### src/design/stream_pkg.sv
//////////////////////////////
// Shared widths and types of the CGRA read streamer
// Node words are 32 bits, read beats are 64 bits
//////////////////////////////
package stream_pkg;

    localparam int unsigned NODES_NUM       = 4;
    localparam int unsigned ADDR_W          = 32;
    localparam int unsigned SIZE_W          = 16;
    localparam int unsigned WORD_W          = 32;
    localparam int unsigned BUS_W           = 64;
    localparam int unsigned NODE_FIFO_DEPTH = 10;
    localparam int unsigned MAX_OUTSTANDING = 6;

    // Fill count width of a node FIFO
    localparam int unsigned NODE_LEVEL_W    = $clog2(NODE_FIFO_DEPTH + 1);

    // A node requests only below this fill level, so outstanding
    // reads always find room when they return
    localparam int unsigned NODE_ROOM_LIMIT = NODE_FIFO_DEPTH - MAX_OUTSTANDING;

    typedef logic [WORD_W-1:0]    word_t;
    typedef logic [BUS_W-1:0]     bus_word_t;
    typedef logic [NODES_NUM-1:0] node_mask_t;

    // Fetch setup of one node, all fields in bytes
    typedef struct packed {
        logic [ADDR_W-1:0] base;
        logic [SIZE_W-1:0] size;
        logic [SIZE_W-1:0] stride;
    } node_cfg_t;

    // Remembered per issued read until its beat returns
    typedef struct packed {
        node_mask_t node_mask;
        logic       upper_half;
    } read_tag_t;

endpackage
### src/design/cgra_read_stream.sv
//////////////////////////////
// Read-side memory streamer for a CGRA
// Start a run with a one-cycle execute_i
// done_o is high while no run is active
//////////////////////////////
`timescale 1ns/1ps

module cgra_read_stream (
    input  logic                                       clk_i,
    input  logic                                       rst_ni,
    input  logic                                       execute_i,
    input  stream_pkg::node_cfg_t [stream_pkg::NODES_NUM-1:0] node_cfg_i,
    output logic [stream_pkg::ADDR_W-1:0]              ar_addr_o,
    output logic                                       ar_valid_o,
    input  logic                                       ar_ready_i,
    input  stream_pkg::bus_word_t                      r_data_i,
    input  logic                                       r_valid_i,
    output stream_pkg::word_t [stream_pkg::NODES_NUM-1:0] node_data_o,
    output stream_pkg::node_mask_t                     node_valid_o,
    input  stream_pkg::node_mask_t                     node_ready_i,
    output logic                                       done_o,
    output logic                                       outst_full_o
);
    import stream_pkg::*;

    logic                                      issue;
    read_tag_t                                 issue_tag;
    logic [NODES_NUM-1:0][NODE_LEVEL_W-1:0]    node_level;
    logic                                      outst_empty;

    read_request_gen i_read_request_gen (
        .clk_i         ( clk_i        ),
        .rst_ni        ( rst_ni       ),
        .execute_i     ( execute_i    ),
        .node_cfg_i    ( node_cfg_i   ),
        .node_level_i  ( node_level   ),
        .outst_empty_i ( outst_empty  ),
        .outst_full_i  ( outst_full_o ),
        .ar_ready_i    ( ar_ready_i   ),
        .ar_addr_o     ( ar_addr_o    ),
        .ar_valid_o    ( ar_valid_o   ),
        .issue_o       ( issue        ),
        .issue_tag_o   ( issue_tag    ),
        .done_o        ( done_o       )
    );

    read_data_router i_read_data_router (
        .clk_i         ( clk_i        ),
        .rst_ni        ( rst_ni       ),
        .issue_i       ( issue        ),
        .issue_tag_i   ( issue_tag    ),
        .r_data_i      ( r_data_i     ),
        .r_valid_i     ( r_valid_i    ),
        .node_data_o   ( node_data_o  ),
        .node_valid_o  ( node_valid_o ),
        .node_ready_i  ( node_ready_i ),
        .node_level_o  ( node_level   ),
        .outst_empty_o ( outst_empty  ),
        .outst_full_o  ( outst_full_o )
    );

endmodule

### src/design/read_data_router.sv
//////////////////////////////
// Routes read beats to node FIFOs
// Beats must return in request order
// The read data side is always ready
//////////////////////////////
`timescale 1ns/1ps

module read_data_router (
    input  logic                                       clk_i,
    input  logic                                       rst_ni,
    input  logic                                       issue_i,
    input  stream_pkg::read_tag_t                      issue_tag_i,
    input  stream_pkg::bus_word_t                      r_data_i,
    input  logic                                       r_valid_i,
    output stream_pkg::word_t [stream_pkg::NODES_NUM-1:0] node_data_o,
    output stream_pkg::node_mask_t                     node_valid_o,
    input  stream_pkg::node_mask_t                     node_ready_i,
    output logic [stream_pkg::NODES_NUM-1:0][stream_pkg::NODE_LEVEL_W-1:0] node_level_o,
    output logic                                       outst_empty_o,
    output logic                                       outst_full_o
);
    import stream_pkg::*;

    read_tag_t  head_tag;
    word_t      beat_word;
    node_mask_t node_push;
    node_mask_t node_pop;
    node_mask_t node_empty;

    // Oldest tag belongs to the beat on the bus
    sync_fifo #(
        .DEPTH ( MAX_OUTSTANDING ),
        .dtype ( read_tag_t      )
    ) i_outst_fifo (
        .clk_i   ( clk_i         ),
        .rst_ni  ( rst_ni        ),
        .push_i  ( issue_i       ),
        .data_i  ( issue_tag_i   ),
        .pop_i   ( r_valid_i     ),
        .data_o  ( head_tag      ),
        .full_o  ( outst_full_o  ),
        .empty_o ( outst_empty_o ),
        .level_o (               )
    );

    assign beat_word = head_tag.upper_half ? r_data_i[BUS_W-1:WORD_W] : r_data_i[WORD_W-1:0];
    assign node_push = r_valid_i ? head_tag.node_mask : '0;

    assign node_valid_o = ~node_empty;
    assign node_pop     = node_valid_o & node_ready_i;

    for (genvar i = 0; i < NODES_NUM; i++) begin : g_node
        sync_fifo #(
            .DEPTH ( NODE_FIFO_DEPTH ),
            .dtype ( word_t          )
        ) i_node_fifo (
            .clk_i   ( clk_i           ),
            .rst_ni  ( rst_ni          ),
            .push_i  ( node_push[i]    ),
            .data_i  ( beat_word       ),
            .pop_i   ( node_pop[i]     ),
            .data_o  ( node_data_o[i]  ),
            .full_o  (                 ),
            .empty_o ( node_empty[i]   ),
            .level_o ( node_level_o[i] )
        );
    end

endmodule

### src/design/read_request_gen.sv
//////////////////////////////
// Read request side of the streamer
// node_cfg_i must stay stable during a run
// A zero stride with nonzero size never ends
//////////////////////////////
`timescale 1ns/1ps

module read_request_gen (
    input  logic                                       clk_i,
    input  logic                                       rst_ni,
    input  logic                                       execute_i,
    input  stream_pkg::node_cfg_t [stream_pkg::NODES_NUM-1:0] node_cfg_i,
    input  logic [stream_pkg::NODES_NUM-1:0][stream_pkg::NODE_LEVEL_W-1:0] node_level_i,
    input  logic                                       outst_empty_i,
    input  logic                                       outst_full_i,
    input  logic                                       ar_ready_i,
    output logic [stream_pkg::ADDR_W-1:0]              ar_addr_o,
    output logic                                       ar_valid_o,
    output logic                                       issue_o,
    output stream_pkg::read_tag_t                      issue_tag_o,
    output logic                                       done_o
);
    import stream_pkg::*;

    logic                              run_q;
    logic                              run_d;
    logic                              finish;

    // One spare bit so offset plus stride cannot wrap
    logic [NODES_NUM-1:0][SIZE_W:0]    offs_q;
    logic [NODES_NUM-1:0][SIZE_W:0]    offs_d;

    node_mask_t                        under_size;
    node_mask_t                        request;
    node_mask_t                        grant;
    logic                              arb_enable;

    logic                              ar_valid_q;
    logic                              ar_valid_d;
    logic                              ar_free;
    logic [ADDR_W-1:0]                 grant_addr;
    logic [ADDR_W-4:0]                 addr_hi_q;

    // Run control
    always_comb begin
        for (int i = 0; i < NODES_NUM; i++) begin
            under_size[i] = offs_q[i] < {1'b0, node_cfg_i[i].size};
            request[i]    = run_q && under_size[i] &&
                            (node_level_i[i] < NODE_LEVEL_W'(NODE_ROOM_LIMIT));
        end

        // All nodes at size and every read has returned
        finish = run_q && (under_size == '0) && outst_empty_i;
        run_d  = execute_i || (run_q && !finish);
    end

    // AR channel is free when idle or when the held address is taken
    assign ar_free    = !ar_valid_q || ar_ready_i;
    assign arb_enable = ar_free && !outst_full_i;
    assign issue_o    = (grant != '0);
    assign ar_valid_d = ar_free ? issue_o : ar_valid_q;

    always_comb begin
        grant_addr = '0;
        offs_d     = offs_q;

        // Grant is one-hot, so OR-ing the candidates selects one address
        for (int i = 0; i < NODES_NUM; i++) begin
            if (grant[i]) begin
                grant_addr = grant_addr | (node_cfg_i[i].base + ADDR_W'(offs_q[i]));
                offs_d[i]  = offs_q[i] + {1'b0, node_cfg_i[i].stride};
            end
        end

        if (finish) begin
            offs_d = '0;
        end
    end

    always_ff @(posedge clk_i or negedge rst_ni) begin
        if (!rst_ni) begin
            run_q      <= 1'b0;
            ar_valid_q <= 1'b0;
            offs_q     <= '0;
        end else begin
            run_q      <= run_d;
            ar_valid_q <= ar_valid_d;
            offs_q     <= offs_d;
        end
    end

    // Only the 8-byte beat address goes out on the bus
    always_ff @(posedge clk_i) begin
        if (issue_o) begin
            addr_hi_q <= grant_addr[ADDR_W-1:3];
        end
    end

    assign ar_addr_o  = {addr_hi_q, 3'b000};
    assign ar_valid_o = ar_valid_q;
    assign done_o     = !run_q;

    // Bit 2 tells which 32-bit half of the beat holds the word
    assign issue_tag_o.node_mask  = grant;
    assign issue_tag_o.upper_half = grant_addr[2];

    rr_arbiter i_rr_arbiter (
        .clk_i     ( clk_i      ),
        .rst_ni    ( rst_ni     ),
        .enable_i  ( arb_enable ),
        .request_i ( request    ),
        .grant_o   ( grant      )
    );

endmodule

### src/design/sync_fifo.sv
//////////////////////////////
// Synchronous FIFO, any depth
// Push when full and pop when empty are ignored
// Head word is valid while not empty
//////////////////////////////
`timescale 1ns/1ps

module sync_fifo #(
    parameter int unsigned DEPTH = 4,
    parameter type         dtype = logic
) (
    input  logic                       clk_i,
    input  logic                       rst_ni,
    input  logic                       push_i,
    input  dtype                       data_i,
    input  logic                       pop_i,
    output dtype                       data_o,
    output logic                       full_o,
    output logic                       empty_o,
    output logic [$clog2(DEPTH+1)-1:0] level_o
);

    localparam int unsigned PTR_W = (DEPTH > 1) ? $clog2(DEPTH) : 1;

    dtype                       mem_q [DEPTH];
    logic [PTR_W-1:0]           wr_ptr_q;
    logic [PTR_W-1:0]           rd_ptr_q;
    logic [$clog2(DEPTH+1)-1:0] level_q;
    logic                       do_push;
    logic                       do_pop;

    assign full_o  = (level_q == DEPTH);
    assign empty_o = (level_q == '0);
    assign level_o = level_q;
    assign data_o  = mem_q[rd_ptr_q];

    assign do_push = push_i && !full_o;
    assign do_pop  = pop_i && !empty_o;

    always_ff @(posedge clk_i or negedge rst_ni) begin
        if (!rst_ni) begin
            wr_ptr_q <= '0;
            rd_ptr_q <= '0;
            level_q  <= '0;
        end else begin
            if (do_push) begin
                wr_ptr_q <= (wr_ptr_q == PTR_W'(DEPTH - 1)) ? '0 : wr_ptr_q + 1'b1;
            end
            if (do_pop) begin
                rd_ptr_q <= (rd_ptr_q == PTR_W'(DEPTH - 1)) ? '0 : rd_ptr_q + 1'b1;
            end
            // Simultaneous push and pop keep the count
            if (do_push && !do_pop) begin
                level_q <= level_q + 1'b1;
            end else if (do_pop && !do_push) begin
                level_q <= level_q - 1'b1;
            end
        end
    end

    always_ff @(posedge clk_i) begin
        if (do_push) begin
            mem_q[wr_ptr_q] <= data_i;
        end
    end

endmodule

### src/design/rr_arbiter.sv
//////////////////////////////
// Round-robin arbiter, one-hot grant
// Grants nothing while enable_i is low
//////////////////////////////
`timescale 1ns/1ps

module rr_arbiter (
    input  logic                   clk_i,
    input  logic                   rst_ni,
    input  logic                   enable_i,
    input  stream_pkg::node_mask_t request_i,
    output stream_pkg::node_mask_t grant_o
);
    import stream_pkg::*;

    // Last grant rotated left by one, i.e. the first position to search
    node_mask_t                 ptr_q;
    node_mask_t                 ptr_d;
    logic [2*NODES_NUM-1:0]     double_req;
    logic [2*NODES_NUM-1:0]     double_grant;

    always_ff @(posedge clk_i or negedge rst_ni) begin
        if (!rst_ni) begin
            ptr_q <= node_mask_t'(1);
        end else begin
            ptr_q <= ptr_d;
        end
    end

    always_comb begin
        // Subtracting the pointer clears the first request at or above it;
        // the doubled vector handles the wrap back to bit 0
        double_req   = {request_i, request_i};
        double_grant = double_req & ~(double_req - {{NODES_NUM{1'b0}}, ptr_q});

        if (enable_i) begin
            grant_o = double_grant[NODES_NUM-1:0] | double_grant[2*NODES_NUM-1:NODES_NUM];
        end else begin
            grant_o = '0;
        end

        if (grant_o != '0) begin
            ptr_d = {grant_o[NODES_NUM-2:0], grant_o[NODES_NUM-1]};
        end else begin
            ptr_d = ptr_q;
        end
    end

endmodule

### config.mk
export PLATFORM = sky130hd
export DESIGN_NAME = cgra_read_stream
export DESIGN_NICKNAME = d
export VERILOG_FILES = /design/src/design/stream_pkg.sv /design/src/design/cgra_read_stream.sv /design/src/design/read_data_router.sv /design/src/design/read_request_gen.sv /design/src/design/sync_fifo.sv /design/src/design/rr_arbiter.sv
export SDC_FILE = /design/constraint.sdc
export NUM_CORES = 2
export LEC_CHECK = 0
export BUFFER_PORTS_ARGS = -buffer_cell sky130_fd_sc_hd__buf_2
export CAP_MARGIN = 20
export CELL_PAD_IN_SITES_DETAIL_PLACEMENT = 2
export CELL_PAD_IN_SITES_GLOBAL_PLACEMENT = 2
export CORE_MARGIN = 2
export CORE_UTILIZATION = 50
export CTS_BUF_LIST = sky130_fd_sc_hd__clkbuf_2
export DETAILED_ROUTE_END_ITERATION = 7
export HOLD_SLACK_MARGIN = 0.1
export PLACE_DENSITY = 0.95
export SLEW_MARGIN = 20
export SYNTH_ARGS = -nofsm -noshare
export SYNTH_HDL_FRONTEND = slang
export SYNTH_SLANG_ARGS = --single-unit
### constraint.sdc
create_clock -name clk_i -period 13.8 [get_ports clk_i]
set_input_delay 0.69 -clock clk_i [delete_from_list [all_inputs] [get_ports clk_i]]
set_output_delay 0.69 -clock clk_i [all_outputs]
set_load 0.02 [all_outputs]
==> metrics, run 1 <==
status did not finish; Post-Syn Area 65200 um^2; CTS Sinks 1470; Die W 365 um; Clock Path Buffers 4; Final Wtd Congestion 0.966; Max H-tree Level 5; Unique masters post-synth 87; post-DP HPWL 192000 um; mean post-synth cell area 16.1 um^2; Stop Error [ERROR DPL-0033] detailed placement checks failed during check placement.; Root Buffer clkbuf_2; post-CTS resize count 0; share of the synthesized area in the top cell type 61.7%; top cell type by total area after synthesis edfxtp_1; postcts setup bufs 0; Inserted Clock Buffers 389; Failed at clock tree synthesis (4_1_cts); chip height 365 um; EDFF count, synth 1339; Syn. warnings 0; Main synth FF type edfxtp_1; FP Rows 132; PortBufs 492; Yosys reg bits 1470; Post-Synthesis Cells 4043; Initial Util 50.3%; CTS Hold Bufs 537; top cells by area, synth edfxtp_1 (62%), mux4_2 (9.0%), dfrtp_1 (5.0%); Ports 496; sequential fraction of the synthesis area 66.7%; fraction of registers with async set/reset 8.91%; DP Worst Slack 6.98 ns
## cell usage after synthesis, drive strengths merged, types with 7 or more instances
master,count
o31ai,14
nor2,87
nor2b,159
ha,204
buf,58
mux2i,135
clkbuf,130
edfxtp,1339
inv,118
dfrtp,130
nor3,45
a31oi,12
nand2,139
or3,23
o211ai,12
nand3,100
nor4,9
and2,16
a22o,7
and3,21
a222oi,8
o21ai,132
nor3b,12
fa,10
nand4,21
a211oi,144
xnor2,118
mux2,38
o21bai,13
o21a,17
o221ai,7
a21oi,234
o2111ai,8
or4,10
nand2b,22
a2111oi,9
a22oi,7
xor2,75
a21o,54
mux4,261
## stage by stage
stage | std cells | util [%] | instance area (um^2)
after floorplan | 4045 | - | 65200
after global placement | 6160 | 54.0 | 69900
after detailed placement | 6161 | 54.0 | 69900
## kinds of logic after synthesis
family,share of synthesized area [%]
flops,66.7
simple gates,5.54
fa+ha+maj,4.22
compound gates,7.35
xor+xnor,2.59
other cells,0.00575
buf+inv,1.83
mux,11.7
==> run 2: changes to the inputs <==
--- a/config.mk
+++ b/config.mk
@@ -7,14 +7,10 @@
 export LEC_CHECK = 0
 export BUFFER_PORTS_ARGS = -buffer_cell sky130_fd_sc_hd__buf_2
 export CAP_MARGIN = 20
-export CELL_PAD_IN_SITES_DETAIL_PLACEMENT = 2
-export CELL_PAD_IN_SITES_GLOBAL_PLACEMENT = 2
 export CORE_MARGIN = 2
-export CORE_UTILIZATION = 50
-export CTS_BUF_LIST = sky130_fd_sc_hd__clkbuf_2
+export CORE_UTILIZATION = 35
 export DETAILED_ROUTE_END_ITERATION = 7
-export HOLD_SLACK_MARGIN = 0.1
-export PLACE_DENSITY = 0.95
+export PLACE_DENSITY_LB_ADDON = 0.15
 export SLEW_MARGIN = 20
 export SYNTH_ARGS = -nofsm -noshare
 export SYNTH_HDL_FRONTEND = slang
==> run 2 against run 1 <==
  * The flow now finishes without violations
  * Area after synthesis unchanged
  * Synthesized cell count unchanged
==> metrics, run 2 <==
Yosys reg bits 1470; Die W 436 um; Final ANT Viol Nets 0; setup TNS 0 ns; clk_lat worst skew 0.79 ns; Layout Area Growth over Synthesis 16.9%; Fin Hold WS 0.100 ns; VDD IR max 0.192 mV; top cells by area, synth edfxtp_1 (62%), mux4_2 (9.0%), dfrtp_1 (5.0%); GRT overflow 0; core area 185000 um^2; post-CTS resize count 0; CP max stage cell o41ai_1; vias in the first global route 38500; sequential fraction of the synthesis area 66.7%; Post-Route WL 185000 um; fraction of registers with async set/reset 8.91%; clock skew 0.0284 ns; most frequent cells in the layout edfxtp_1 (1339), buf_2 (491), mux4_2 (261); Biggest register i_read_data_router.g_node.i_node_fifo.mem_q; Clock Path Buffers 3; FP Rows 158; Max H-tree Level 4; top cell type by total area after synthesis edfxtp_1; EDFF count, synth 1339; Initial Util 35.2%; highest cell delay on the worst timing path 1.06 ns; element type at the critical path start flop; final number of hold-violating endpoints 0; Final Wtd Congestion 0.854; top post-synthesis cells by count edfxtp_1 (1339), mux4_2 (261), a21oi_1 (234); WL per Instance 25.6 um; chip height 436 um; Hold Crit Class input pin to flop; cell with the most instances after synthesis edfxtp_1; Post-Syn Area 65200 um^2; Max Transition Viols Final 0; vias 38000; commonest non-fill, non-tap cell in the layout edfxtp_1; Initial DRC Count 2972; Overall Global Routing Usage 19.3%; Layout Nets 5141; CP Capture Type flop; Post-Synthesis Cells 4043; first-pass GRT wire length 269000 um; CTS tree done; status complete, no violations; critical-path cell list ha_1 > nand3_1 > a21oi_1 > o41ai_1 > nand3_1 > nand2_1 > fa_1 > xor2_1 > nand3_1 > o31ai_1 > a211o_1 > buf_4 > nand3_1 > nor2_2 > inv_1 > ha_1 > inv_1 > fa_1 > mux2_2; drt drc 0; Max Fclk 168 MHz; Pwr per Cell Area 238 nW/um^2; clock slew at reported path FFs 0.06 ns; Initial DRT Pass Iterations 8; Req. time, crit path 14.47 ns; worst slew pin tran 1.26 ns; RSZ-0062 raised after global routing false; fillers 17000; die area 190000 um^2; Root Buffer clkbuf_16; postcts setup bufs 0; final worst path period share 43.1%; via/cell ratio 5.26; Regs by FF count i_read_data_router.g_node.i_node_fifo.mem_q (1280), i_read_request_gen.offs_q (68), i_read_data_router.i_outst_fifo.mem_q (30); R2R Setup Slk 7.86 ns; PortBufs 492; final worst path period need 5.94 ns; Main synth FF type edfxtp_1; crit-path max FO 38; Inserted Clock Buffers 161; Syn. warnings 0; antenna violations before repair 32; Final Util 41.1%; largest net degree at the start of global routing 69; CTS Sinks 1470; Worst slew margin 14.7%; leakage power 27.1 nW; Critical Path AT 6.61 ns; post-DP HPWL 117000 um; share of the synthesized area in the top cell type 61.7%; Largest register FFs 1280; MaxCap Viol Count 0; layout cells sized above 1 24.7%; Ports 496; final setup violation count 0; Unique masters post-synth 87; mean post-synth cell area 16.1 um^2; most frequent CP cell nand3_1; Setup CP Type flop to flop
-- run 2: cell counts after synthesis --
Identical to the previous run, type by type.
-- run 2: power by group --
group	internal, W	switching, W	leakage [nW]
clock network	0.00241	0.00174	2.46
logic	0.00265	0.00448	10.9
registers	0.00611	0.000715	13.7
-- run 2: metal layers --
metal	GRT usage, %	part of all wire, %	up-vias
met5	0	0	-
met4	4.80	2.1	0
met3	2.76	4.6	215
met2	33.0	50	924
met1	25.8	43	19700
li1	-	-	17200
-- run 2: what timing repair did --
item / 4_1_cts / 5_1_grt
hold buffers: 1 / 0
endpoints found under the hold margin: 40 / 0
endpoints found under the setup margin: 0 / 0
-- run 2: area by class of cell --
cell class / instances / area [um^2] / share of cell area, %
diodes: 23 / 57.6 / 0.0755
repair buffers: 578 / 3180 / 4.18
clock inverters: 60 / 606 / 0.795
flip-flops and latches: 1470 / 43500 / 57.1
clock buffers: 234 / 4480 / 5.88
well taps: 2480 / 3100 / 4.07
inverters: 122 / 459 / 0.603
multi-input cells: 2265 / 20800 / 27.3
-- run 2: critical path, delay by kind of cell (launching register included) --
family	cells	cell delay [ns]
AOI/OAI and AO/OA	4	1.45
muxes	1	0.26
xor gates and xnor gates	1	0.27
adders and majority gates	4	1.19
buffers and inverters	3	0.54
and+or+nand+nor	6	1.66
DFF	1	0.45
-- run 2: logic make-up after synthesis --
group | synth area share (%)
AOI/OAI and AO/OA | 7.35
xor gates and xnor gates | 2.59
adders and majority gates | 4.22
buffers and inverters | 1.83
DFF | 66.7
muxes | 11.7
other | 0.00575
and+or+nand+nor | 5.54
-- run 2: worst paths after layout --
| path | cells past startpoint | to | from |
|---|---|---|---|
| worst max-delay path | 19 | i_read_data_router.i_outst_fifo.level_o[1] | i_read_request_gen.offs_q[3] |
| worst min register to register | 1 | flop | flop |
| worst min-delay path | 2 | i_read_request_gen.run_q | execute_i |
| min in group asynchronous | 2 | i_read_request_gen.offs_q[20] | rst_ni |
| max in group asynchronous | 4 | async pin | rst_ni |
| worst max register to register | 19 | i_read_data_router.i_outst_fifo.level_o[1] | i_read_request_gen.offs_q[3] |
-- run 2: through the flow --
step | setup WS, ns | area, um^2 | std cells | total power (W)
detailed placement | 7.61 | 71000 | 6911 | 0.0142
CTS | 7.96 | 76000 | 7206 | 0.0184
global placement | 7.76 | 70900 | 6910 | 0.0141
finish | 7.86 | 76200 | 7232 | 0.0181
global route | 7.65 | 76200 | 7216 | 0.0191
floorplan | 8.75 | 65200 | 4045 | 0.0114
(Power assumes the default switching activity.)
